$ cat src/cub_alu_pkg.sv
package cub_alu_pkg;

    // ============================================================
    // widths
    // ============================================================
    localparam int WORD_W     = 32;
    localparam int RF_ADDR_W  = 5;
    localparam int RF_DEPTH   = 32;
    localparam int CSR_ADDR_W = 4;
    localparam int CSR_DATA_W = 16;
    localparam int SHIFT_W    = 5;
    localparam int LAMBDA_W   = 16;
    localparam int IMM_W      = 12;

    typedef logic [WORD_W-1:0]     word_t;
    typedef logic [RF_ADDR_W-1:0]  rf_addr_t;
    typedef logic [CSR_ADDR_W-1:0] csr_addr_t;
    typedef logic [CSR_DATA_W-1:0] csr_data_t;
    typedef logic [SHIFT_W-1:0]    shift_t;
    typedef logic [LAMBDA_W-1:0]   lambda_t;   // signed scale

    // low two opcode bits line up with the arith operator
    typedef enum logic [1:0] {
        ARITH_ADD = 2'd0,
        ARITH_SUB = 2'd1,
        ARITH_MAX = 2'd2,
        ARITH_MIN = 2'd3
    } arith_op_e;

    typedef enum logic [3:0] {
        OP_ADD = 4'h0,
        OP_SUB = 4'h1,
        OP_MAX = 4'h2,
        OP_MIN = 4'h3,
        OP_MUL = 4'h4,
        OP_LI  = 4'h5,
        OP_OUT = 4'h6,
        OP_NOP = 4'hf
    } instr_op_e;

    // ============================================================
    // csr map and crossbar channels
    // ============================================================
    localparam csr_addr_t CSR_MODE   = 4'd0;
    localparam csr_addr_t CSR_BIAS   = 4'd1;
    localparam csr_addr_t CSR_SHIFT  = 4'd2;
    localparam csr_addr_t CSR_LAMBDA = 4'd3;
    localparam csr_addr_t CSR_XBAR   = 4'd4;

    localparam int XBAR_CH_IN  = 4;
    localparam int XBAR_CH_OUT = 3;
    localparam int XBAR_MASK_W = XBAR_CH_IN * XBAR_CH_OUT;

    localparam int XIN_STREAM = 0;
    localparam int XIN_RF     = 1;
    localparam int XIN_MULT   = 2;
    localparam int XIN_ARITH  = 3;

    localparam int XOUT_MULT  = 0;
    localparam int XOUT_ARITH = 1;
    localparam int XOUT_PORT  = 2;

endpackage

$ cat src/cub_csr_regs.sv
`timescale 1ns/10ps
module cub_csr_regs (
    input  logic                                 clk,
    input  logic                                 rst_n,
    input  logic                                 csr_access_i,
    input  cub_alu_pkg::csr_addr_t               csr_addr_i,
    input  cub_alu_pkg::csr_data_t               csr_wdata_i,
    output logic                                 cflow_mode_o,
    output cub_alu_pkg::arith_op_e               arith_op_o,
    output cub_alu_pkg::word_t                   arith_bias_o,
    output cub_alu_pkg::shift_t                  arith_shift_o,
    output cub_alu_pkg::shift_t                  mult_shift_o,
    output cub_alu_pkg::lambda_t                 mult_lambda_o,
    output logic [cub_alu_pkg::XBAR_MASK_W-1:0]  xbar_mask_o
);

    logic [2:0]                          mode_q;    // op in 2:1, cflow in 0
    cub_alu_pkg::csr_data_t              bias_q;
    logic [2*cub_alu_pkg::SHIFT_W-1:0]   shift_q;   // mult shift on top
    cub_alu_pkg::lambda_t                lambda_q;
    logic [cub_alu_pkg::XBAR_MASK_W-1:0] xbar_q;

    // ============================================================
    // write decode
    // ============================================================
    always_ff @(posedge clk or negedge rst_n) begin
        if (!rst_n) begin
            mode_q   <= '0;
            bias_q   <= '0;
            shift_q  <= '0;
            lambda_q <= '0;
            xbar_q   <= '0;
        end else if (csr_access_i) begin
            case (csr_addr_i)
                cub_alu_pkg::CSR_MODE:   mode_q   <= csr_wdata_i[2:0];
                cub_alu_pkg::CSR_BIAS:   bias_q   <= csr_wdata_i;
                cub_alu_pkg::CSR_SHIFT:  shift_q  <= csr_wdata_i[2*cub_alu_pkg::SHIFT_W-1:0];
                cub_alu_pkg::CSR_LAMBDA: lambda_q <= csr_wdata_i;
                cub_alu_pkg::CSR_XBAR:   xbar_q   <= csr_wdata_i[cub_alu_pkg::XBAR_MASK_W-1:0];
                default: ;                          // unmapped, write dropped
            endcase
        end
    end

    // field unpacking
    assign cflow_mode_o  = mode_q[0];
    assign arith_op_o    = cub_alu_pkg::arith_op_e'(mode_q[2:1]);
    assign arith_bias_o  = {{(cub_alu_pkg::WORD_W-cub_alu_pkg::CSR_DATA_W){bias_q[15]}}, bias_q};
    assign arith_shift_o = shift_q[cub_alu_pkg::SHIFT_W-1:0];
    assign mult_shift_o  = shift_q[2*cub_alu_pkg::SHIFT_W-1:cub_alu_pkg::SHIFT_W];
    assign mult_lambda_o = lambda_q;
    assign xbar_mask_o   = xbar_q;

endmodule

$ cat config.mk
export PLATFORM = sky130hd
export DESIGN_NAME = cub_csr_regs
export DESIGN_NICKNAME = d
export VERILOG_FILES = /design/src/cub_alu_pkg.sv /design/src/cub_csr_regs.sv
export SDC_FILE = /design/constraint.sdc
export NUM_CORES = 1
export LEC_CHECK = 0
export BUFFER_PORTS_ARGS = -buffer_cell sky130_fd_sc_hd__buf_2
export CAP_MARGIN = 15
export CORE_MARGIN = 5
export CORE_UTILIZATION = 47
export CTS_BUF_LIST = sky130_fd_sc_hd__clkbuf_16
export CTS_CLUSTER_DIAMETER = 100
export DETAILED_ROUTE_END_ITERATION = 8
export PLACE_DENSITY = 0.79
export SETUP_SLACK_MARGIN = 0.02
export SYNTH_ARGS = -nofsm -noshare
export SYNTH_HDL_FRONTEND = slang
export SYNTH_SLANG_ARGS = --single-unit
$ cat constraint.sdc
create_clock -name clk -period 1.2 [get_ports clk]
set_input_delay 0.36 -clock clk [delete_from_list [all_inputs] [get_ports clk]]
set_output_delay 0.36 -clock clk [all_outputs]
set_load 0.02 [all_outputs]
==> flow_summary.ini, run 1 <==
[worst_setup_path]
critPathTopFamily = flip-flops
worstSetupPathDepth = 2
timing.rr.end = bias_q[15]
worst_path_max_delay_cell = sky130_fd_sc_hd__dfrtp_2
cp_data_required_time_ns = 0.84
crit_path_cell_trace = buf_6 > buf_4
cp_data_arrival_time_ns = 1.02
critPathLaunch = bias_q[15]
worstSetupPathType = flip-flop to output pin
worstSetupStartpointType = flip-flop
r2r.worst_path.cells = 3
timing.critical_path.buf_inv = 2
crit_path_max_fanout = 9
worstSetupEndpoint = arith_bias_o[24]
reg2reg_from = bias_q[15]
timing.reg2reg.setup_slack_ns = 0.15
critical-path-max-stage-delay_ns = 0.41
worst_setup_path_end_kind = output pin

[global_route]
grt_first_pass_wirelength_um = 9090
residual_overflow_from_global_routing = 0
grt_start_max_net_pins = 58
global_route_usage_over_all_layers_pct = 19.3
number_of_global_route_vias_before_repair = 1752
antenna_found_initial = 0

[sta]
finalMaxSlewViolations = 0
hold_viol_final = 0
post-route-min-period_ns = 1.38
skew_ns = 0
rsz0062_at_grt = true
max_slew_margin_pct = 80.1
setup_slack_ns = -0.180
worst-slew-pin-transition_ns = 0.298
timing.fmax_mhz = 725
portion_of_the_clock_cycle_consumed_by_the_worst_path_in_the_final_layout_pct = 115
final-setup-viol-count = 55

[drt]
postRouteAntennaNets = 0
first_iter_violations = 39
via_per_inst = 4.82
wire_per_inst_um = 18.0
drt_pre_antenna_iters = 4
via_count = 1642
drt_drc_violations_left = 0
totalWireLength_um = 6140

[clock_network]
htree_num_levels = 3
path_clk_slew_ns = 0.05
clk-insertion-delay-late_ns = 0.31
cts_root_buf = sky130_fd_sc_hd__clkbuf_16
cts_tree = yes
cts_buffers = 9
number_of_buffers_between_clock_root_and_the_deepest_sink = 2
cts.sink_count = 57

[run]
cap_violations = 0

[yosys]
synth.ff_latch_count = 57
synth_fa_ha_area_share_pct = 0
proportion_of_synthesized_chip_area_in_sequential_cells_pct = 60.8
distinct_cell_type_count_of_the_synthesized_netlist = 14
area_fraction_in_compound_gates_after_synthesis_pct = 0
synthesis.instances = 142
synthMuxAreaShare_pct = 28.9
synth.avg_cell_area_um2 = 16.5
mappedNetlistNets = 165
yosysWarnings = 0
post_synth_xor_area_fraction_pct = 0
area_fraction_in_and_or_nand_and_nor_cells_after_synthesis_pct = 2.93
synthesis.area_um2 = 2350
combinational_family_with_the_most_area_after_synthesis = multiplexers

[outcome]
status = complete, but fails checks
failed_checks = negative setup slack

[worst_hold_path]
holdCritPathClass = input pin to async pin

[die]
core_area_um2 = 4790
floorplan.initialDensity_pct = 49.0
die_h_um = 80.7
row_count = 25
die_x_um = 80.7
number_of_top_level_pins = 96
fp.dieArea_um2 = 6510

[final_layout]
finalCoreUtilization_pct = 79.5
fin_nets = 292
nFillCells = 278
insertedDiodeCount = 0
layout-drive-gt1-share_pct = 77.0
syn_to_final_growth_pct = 62.2

[power]
ir_drop_v = 0.00136
p_seq_share_pct = 34.6
p_sw_uw = 2460
internal-power_uw = 5430
swShare_pct = 31.2
static-leakage-power_uw = 0.00189
power.total_uw = 7890
clk_pwr_share_pct = 27.1
pwr_cell_area_nw_per_um2 = 2070
power.share.combinational_pct = 38.3

[place]
port_buffers = 95
placement.setup.worst_slack_ns = -0.367
hpwlAfterDp_um = 3490
gp_congestion = 0.731
-- sequential cells by signal, summed over array words and instances, names as in the netlist --
name	count
xbar_mask_o	12
mult_lambda_o	16
mode_q	3
bias_q	16
shift_q	10
-- per-stage QoR --
step | area (um^2) | setup TNS, ns | instances | hold WS (ns)
4_1_cts | 3640 | -3.54 | 326 | 0.0492
2_1_floorplan | 2360 | -6.61 | 142 | 0.0644
5_1_grt | 3810 | -6.29 | 341 | 0.0677
3_5_place_dp | 2810 | -16.82 | 290 | 0.386
6_report | 3810 | -3.39 | 341 | 0.0306
3_3_place_gp | 2810 | -15.10 | 290 | 0.383
-- cells in the mapped netlist --
cell | instances | area (um^2)
sky130_fd_sc_hd__mux2_4 | 10 | 150
sky130_fd_sc_hd__mux2_2 | 47 | 529
sky130_fd_sc_hd__nand4b_1 | 1 | 8.76
sky130_fd_sc_hd__nand3b_1 | 1 | 7.51
sky130_fd_sc_hd__nor3b_4 | 1 | 18.8
sky130_fd_sc_hd__buf_2 | 2 | 10.0
sky130_fd_sc_hd__and3b_1 | 1 | 8.76
sky130_fd_sc_hd__buf_12 | 1 | 20.0
sky130_fd_sc_hd__dfrtp_1 | 57 | 1430
sky130_fd_sc_hd__buf_6 | 2 | 22.5
sky130_fd_sc_hd__buf_4 | 16 | 120
sky130_fd_sc_hd__nand3_4 | 1 | 17.5
sky130_fd_sc_hd__nand2_1 | 1 | 3.75
sky130_fd_sc_hd__nor2_1 | 1 | 3.75
-- repair_timing --
item,CTS,global route
resized for setup,131,21
hold buffers,0,0
setup endpoints to repair,114,115
pin swaps,2,2
cloned,3,0
buffers inserted,17,15
-- worst register-to-register path, stage by stage, from the launching register on --
cell                      delay, ns
sky130_fd_sc_hd__dfrtp_2       0.41
sky130_fd_sc_hd__buf_6         0.14
sky130_fd_sc_hd__buf_4         0.13
sky130_fd_sc_hd__mux2_4        0.26
-- power groups by stage --
stage / combinational, uW / clock, uW / sequential, uW
detailed placement: 1990 / 0 / 2640
CTS: 2740 / 2170 / 2730
global placement: 1950 / 0 / 2630
floorplan: 805 / 0 / 3200
global route: 3200 / 2260 / 2780
finish: 3030 / 2140 / 2730
-- layer usage --
layer,GRT usage [%],wire [um]
met1,20.9,2220
met5,0,0
met2,32.9,3280
met4,9.46,88
met3,7.17,551
-- worst min-delay path by stage --
stage | endpoint | depth (start not counted) | slack [ns] | from
6_report | xbar_mask_o[9] | 2 | 0.03 | rst_n
5_1_grt | xbar_mask_o[9] | 2 | 0.07 | rst_n
4_1_cts | xbar_mask_o[9] | 2 | 0.05 | rst_n
3_5_place_dp | xbar_mask_o[9] | 2 | 0.39 | rst_n
3_3_place_gp | xbar_mask_o[9] | 2 | 0.38 | rst_n
2_1_floorplan | bias_q[0] | 0 | 0.06 | rst_n
-- cells by family after synthesis --
group / count (synthesis)
mux: 57
simple gates: 7
buf+inv: 21
flops: 57
-- placed cells by master, fill, tap and decap left out, types with 2 or more instances in the layout --
| master | count |
|---|---|
| sky130_fd_sc_hd__buf_4 | 43 |
| sky130_fd_sc_hd__mux2_2 | 41 |
| sky130_fd_sc_hd__mux2_4 | 16 |
| sky130_fd_sc_hd__buf_2 | 23 |
| sky130_fd_sc_hd__inv_1 | 2 |
| sky130_fd_sc_hd__clkinv_2 | 3 |
| sky130_fd_sc_hd__dfrtp_1 | 56 |
| sky130_fd_sc_hd__clkbuf_16 | 9 |
| sky130_fd_sc_hd__buf_12 | 2 |
| sky130_fd_sc_hd__nand3_4 | 2 |
| sky130_fd_sc_hd__buf_6 | 67 |
| sky130_fd_sc_hd__clkinv_1 | 2 |
-- layout make-up --
type | instances | area, um^2 | share of cell area [%]
Clock inverter | 7 | 30.0 | 0.789
Multi-Input combinational cell | 65 | 792 | 20.8
Sequential cell | 57 | 1430 | 37.5
Tap cell | 67 | 83.8 | 2.20
Timing Repair Buffer | 136 | 1250 | 32.8
Clock buffer | 9 | 225 | 5.92
Power figures use the tool's default switching activity.
==> inputs of run 2 (changes only) <==
==> constraint.sdc (replaced) <==
create_clock -name clk -period 1.2 [get_ports clk]
set_input_delay 0.06 -clock clk [delete_from_list [all_inputs] [get_ports clk]]
set_output_delay 0.06 -clock clk [all_outputs]
set_load 0.02 [all_outputs]
==> flow_summary.ini, run 2 (same netlist as run 1, synthesis figures left out) <==
[drt]
first_iter_violations = 47
drt-met1-wl_um = 2060
drt_pre_antenna_iters = 2
postRouteAntennaNets = 0
via_count = 1489
route.met3.wl_um = 483
highest_routing_layer_actually_used = met4
wire_per_inst_um = 16.1
totalWireLength_um = 5000
detailroute.wirelength.met2_um = 2380
drt_drc_violations_left = 0
via_per_inst = 4.80

[final_layout]
syn_to_final_growth_pct = 32.5
final_cell_area_um2 = 3110
mostFrequentLayoutCell = sky130_fd_sc_hd__buf_2
most-common-layout-cells = sky130_fd_sc_hd__buf_2, sky130_fd_sc_hd__dfrtp_1, sky130_fd_sc_hd__mux2_2, sky130_fd_sc_hd__mux2_4, sky130_fd_sc_hd__clkbuf_16
instances_no_fill = 310
fin_nets = 261
insertedDiodeCount = 0
layout-drive-gt1-share_pct = 71.2

[sta]
skew_ns = 0
final-setup-viol-count = 0
max_slew_margin_pct = 80.2
finalHoldWorstSlack_ns = 0.0121
portion_of_the_clock_cycle_consumed_by_the_worst_path_in_the_final_layout_pct = 88.6
timing.fmax_mhz = 941
finalMaxSlewViolations = 0
worst-slew-pin-transition_ns = 0.297
post-route-min-period_ns = 1.06
rsz0062_at_grt = false
hold_viol_final = 0

[worst_setup_path]
r2r.worst_path.cells = 1
crit_path_cell_trace = buf_2
critical-path-max-stage-delay_ns = 0.48
cp_data_required_time_ns = 1.14
worst_setup_path_end_kind = output pin
worstSetupPathDepth = 1
crit_path_max_fanout = 18
cp_data_arrival_time_ns = 1.00
worstSetupPathType = flip-flop to output pin
worst_path_max_delay_cell = sky130_fd_sc_hd__dfrtp_2
worstSetupStartpointType = flip-flop
timing.critical_path.buf_inv = 1
critPathTopFamily = flip-flops

[clock_network]
cts_setup_buffers = 0
cts.sink_count = 57
cts_tree = yes
path_clk_slew_ns = 0.05
clk-insertion-delay-late_ns = 0.31
htree_num_levels = 3
cts_buffers = 9
number_of_buffers_between_clock_root_and_the_deepest_sink = 2
cts_root_buf = sky130_fd_sc_hd__clkbuf_16

[power]
static-leakage-power_uw = 0.00160
power.share.combinational_pct = 29.3
ir_drop_v = 0.00131
internal-power_uw = 4530
p_sw_uw = 2190
swShare_pct = 32.6
clk_pwr_share_pct = 31.6
pwr_cell_area_nw_per_um2 = 2160
p_seq_share_pct = 39.0

[global_route]
global_route_usage_over_all_layers_pct = 16.5
antenna_found_initial = 0
grt_start_max_net_pins = 58
number_of_global_route_vias_before_repair = 1572
grt_first_pass_wirelength_um = 7850
residual_overflow_from_global_routing = 0

[place]
dpl-instance-area_um2 = 2800
placed_cells_incl_taps = 289
port_buffers = 95
hpwlAfterDp_um = 3540
gp_congestion = 0.693

[die]
die_x_um = 80.7
floorplan.initialDensity_pct = 49.0
row_count = 25
fp.dieArea_um2 = 6510
core_area_um2 = 4790
number_of_top_level_pins = 96
die_h_um = 80.7

[worst_hold_path]
worstHoldPathCells = 2
holdCritPathClass = input pin to flip-flop

[run]
cap_violations = 0

[outcome]
status = complete, no violations
run 2: path summary, 6_finish.rpt:
| kind | endpoint | slack, ns | from |
|---|---|---|---|
| worst min register to register | shift_q[4] | 0.50 | shift_q[4] |
| worst max register to register | bias_q[15] | 0.31 | bias_q[15] |
| worst max-delay path | arith_bias_o[27] | 0.14 | bias_q[15] |
| worst min-delay path | mult_lambda_o[11] | 0.01 | csr_wdata_i[11] |
| max in group asynchronous | bias_q[15] | 0.65 | rst_n |
| min in group asynchronous | shift_q[9] | 0.28 | rst_n |
run 2: cell type report:
type                    instances  area, um^2
clock inverters                 7        30.0
well taps                      67        83.8
clock buffers                   9         225
repair buffers                106         596
flip-flops and latches         57        1430
fillers                       367        1680
multi-input cells              64         748
run 2: routing by layer:
metal / vias to the layer above / track usage (%)
li1: 675 / -
met1: 738 / 19.9
met2: 68 / 26.1
met3: 8 / 6.73
met4: 0 / 6.76
met5: - / 0
run 2: power by group through the flow:
stage,registers (uW),clock network (uW),logic [uW]
2_1_floorplan,3200,0,803
3_3_place_gp,2630,0,1950
3_5_place_dp,2650,0,1990
4_1_cts,2630,2170,2000
5_1_grt,2690,2280,2090
6_report,2620,2130,1970
run 2: stage by stage:
step / setup slack (ns) / setup TNS, ns / util (%) / power [uW]
after detailed placement: -0.102 / -3.01 / 58.6 / 4630
after floorplan: 0.00679 / 0 / - / 4000
after CTS: 0.113 / 0 / 65.0 / 6800
final: 0.137 / 0 / 65.0 / 6720
after global placement: -0.0788 / -1.42 / 58.6 / 4590
after global routing: 0.0805 / 0 / 65.0 / 7060
run 2: repair_timing:
action / CTS / global route
hold endpoints to repair: 63 / 0
hold buffers: 5 / 0
resized for setup: 1 / 0
setup endpoints to repair: 17 / 0
==> inputs of run 3 (changes only) <==
- CORE_ASPECT_RATIO: not set -> 1.1
==> flow_summary.ini, run 3 (same netlist as run 1, synthesis figures left out) <==
[die]
fp.dieArea_um2 = 6510
die_h_um = 84.1
die_x_um = 77.4
core_area_um2 = 4930
row_count = 27
floorplan.initialDensity_pct = 47.6
number_of_top_level_pins = 96

[clock_network]
cts_root_buf = sky130_fd_sc_hd__clkbuf_16
path_clk_slew_ns = 0.05
number_of_buffers_between_clock_root_and_the_deepest_sink = 2
htree_num_levels = 3
clk-insertion-delay-late_ns = 0.31
cts_tree = yes
cts_buffers = 9
cts.sink_count = 57

[drt]
via_per_inst = 4.91
totalWireLength_um = 4930
first_iter_violations = 54
drt_pre_antenna_iters = 4
wire_per_inst_um = 16.5
postRouteAntennaNets = 0
via_count = 1462
drt_drc_violations_left = 0

[final_layout]
fin_nets = 259
multi_input_area_um2 = 748
syn_to_final_growth_pct = 32.1
insertedDiodeCount = 0
final_cell_area_um2 = 3100
most-common-layout-cells = sky130_fd_sc_hd__buf_2, sky130_fd_sc_hd__dfrtp_1, sky130_fd_sc_hd__mux2_2, sky130_fd_sc_hd__mux2_4, sky130_fd_sc_hd__clkbuf_16
nFillCells = 374
mostFrequentLayoutCell = sky130_fd_sc_hd__buf_2
seqCellArea_um2 = 1430
layout-drive-gt1-share_pct = 72.1

[power]
pwr_cell_area_nw_per_um2 = 2240
power.share.combinational_pct = 28.4
p_seq_share_pct = 37.8
static-leakage-power_uw = 0.00159
swShare_pct = 31.7
ir_drop_v = 0.00147
internal-power_uw = 4740
clk_pwr_share_pct = 33.7
p_sw_uw = 2200

[worst_setup_path]
crit_path_cell_trace = buf_2
critical-path-max-stage-delay_ns = 0.48
worst_path_max_delay_cell = sky130_fd_sc_hd__dfrtp_2
crit_path_max_fanout = 18
cp_data_arrival_time_ns = 0.99
cp_data_required_time_ns = 1.14
worst_setup_path_end_kind = output pin
timing.critical_path.buf_inv = 1
r2r.worst_path.cells = 1
worstSetupPathDepth = 1
critPathTopFamily = flip-flops
worstSetupPathType = flip-flop to output pin
worstSetupStartpointType = flip-flop
reg2reg_from = bias_q[15]
critPathLaunch = bias_q[15]

[place]
hpwlAfterDp_um = 3530
port_buffers = 95
gp_congestion = 0.753
dpl-instance-area_um2 = 2790
placement.setup.worst_slack_ns = -0.187

[sta]
max_slew_margin_pct = 76.0
finalHoldWorstSlack_ns = 0.00324
final-setup-viol-count = 0
timing.fmax_mhz = 951
worst-slew-pin-transition_ns = 0.360
post-route-min-period_ns = 1.05
skew_ns = 0
hold_viol_final = 0
finalMaxSlewViolations = 0
fin_tns_setup_ns = 0
portion_of_the_clock_cycle_consumed_by_the_worst_path_in_the_final_layout_pct = 87.6
rsz0062_at_grt = false
setup_slack_ns = 0.148

[global_route]
global_route_usage_over_all_layers_pct = 15.4
residual_overflow_from_global_routing = 0
grt_first_pass_wirelength_um = 7950
number_of_global_route_vias_before_repair = 1587
grt_start_max_net_pins = 44
antenna_found_initial = 0

[worst_hold_path]
hold_path_startpoint = csr_wdata_i[12]
holdCritPathClass = input pin to flip-flop
worstHoldPathCells = 2

[run]
cap_violations = 0

[outcome]
status = complete, no violations
-- run 3: worst paths after layout --
kind	endpoint	slack, ns
max	arith_bias_o[24]	0.15
min	mult_lambda_o[12]	0.003
max reg2reg	bias_q[15]	0.31
min reg2reg	mult_lambda_o[3]	0.49
max in group asynchronous	bias_q[15]	0.45
min in group asynchronous	mult_lambda_o[10]	0.20
-- run 3: metrics by stage --
stage	util (%)	total power, uW	std cells
2_1_floorplan	-	4000	142
3_3_place_gp	56.6	4580	280
3_5_place_dp	56.6	4630	280
4_1_cts	62.9	7000	298
5_1_grt	62.9	7250	298
6_report	62.9	6930	298
-- run 3: metal layers --
metal | wire [um] | vias to the layer above | part of all wire (%) | global-route usage [%]
li1 | - | 668 | - | -
met5 | 0 | - | 0 | 0
met3 | 462 | 5 | 9.4 | 5.72
met2 | 2450 | 62 | 50 | 25.7
met1 | 1970 | 727 | 40 | 18.2
met4 | 48 | 0 | 0.97 | 5.16
-- run 3: cell type report --
type / instances / share of cell area (%)
flip-flops and latches: 57 / 46.0
repair buffers: 104 / 18.6
clock buffers: 9 / 7.26
clock inverters: 6 / 1.65
multi-input cells: 64 / 24.1
well taps: 58 / 2.34
-- run 3: power groups by stage --
stage                     clock network (uW)  registers, uW  logic, uW
final                                   2340           2620       1970
after global routing                    2470           2680       2090
after CTS                               2370           2630       2000
after detailed placement                   0           2640       1990
after global placement                     0           2630       1950
after floorplan                            0           3200        803
-- run 3: timing repair --
action,4_1_cts,5_1_grt
endpoints found under the hold margin,16,0
gates resized for setup,1,0
setup buffers,0,0
hold buffers,3,0
endpoints found under the setup margin,17,0
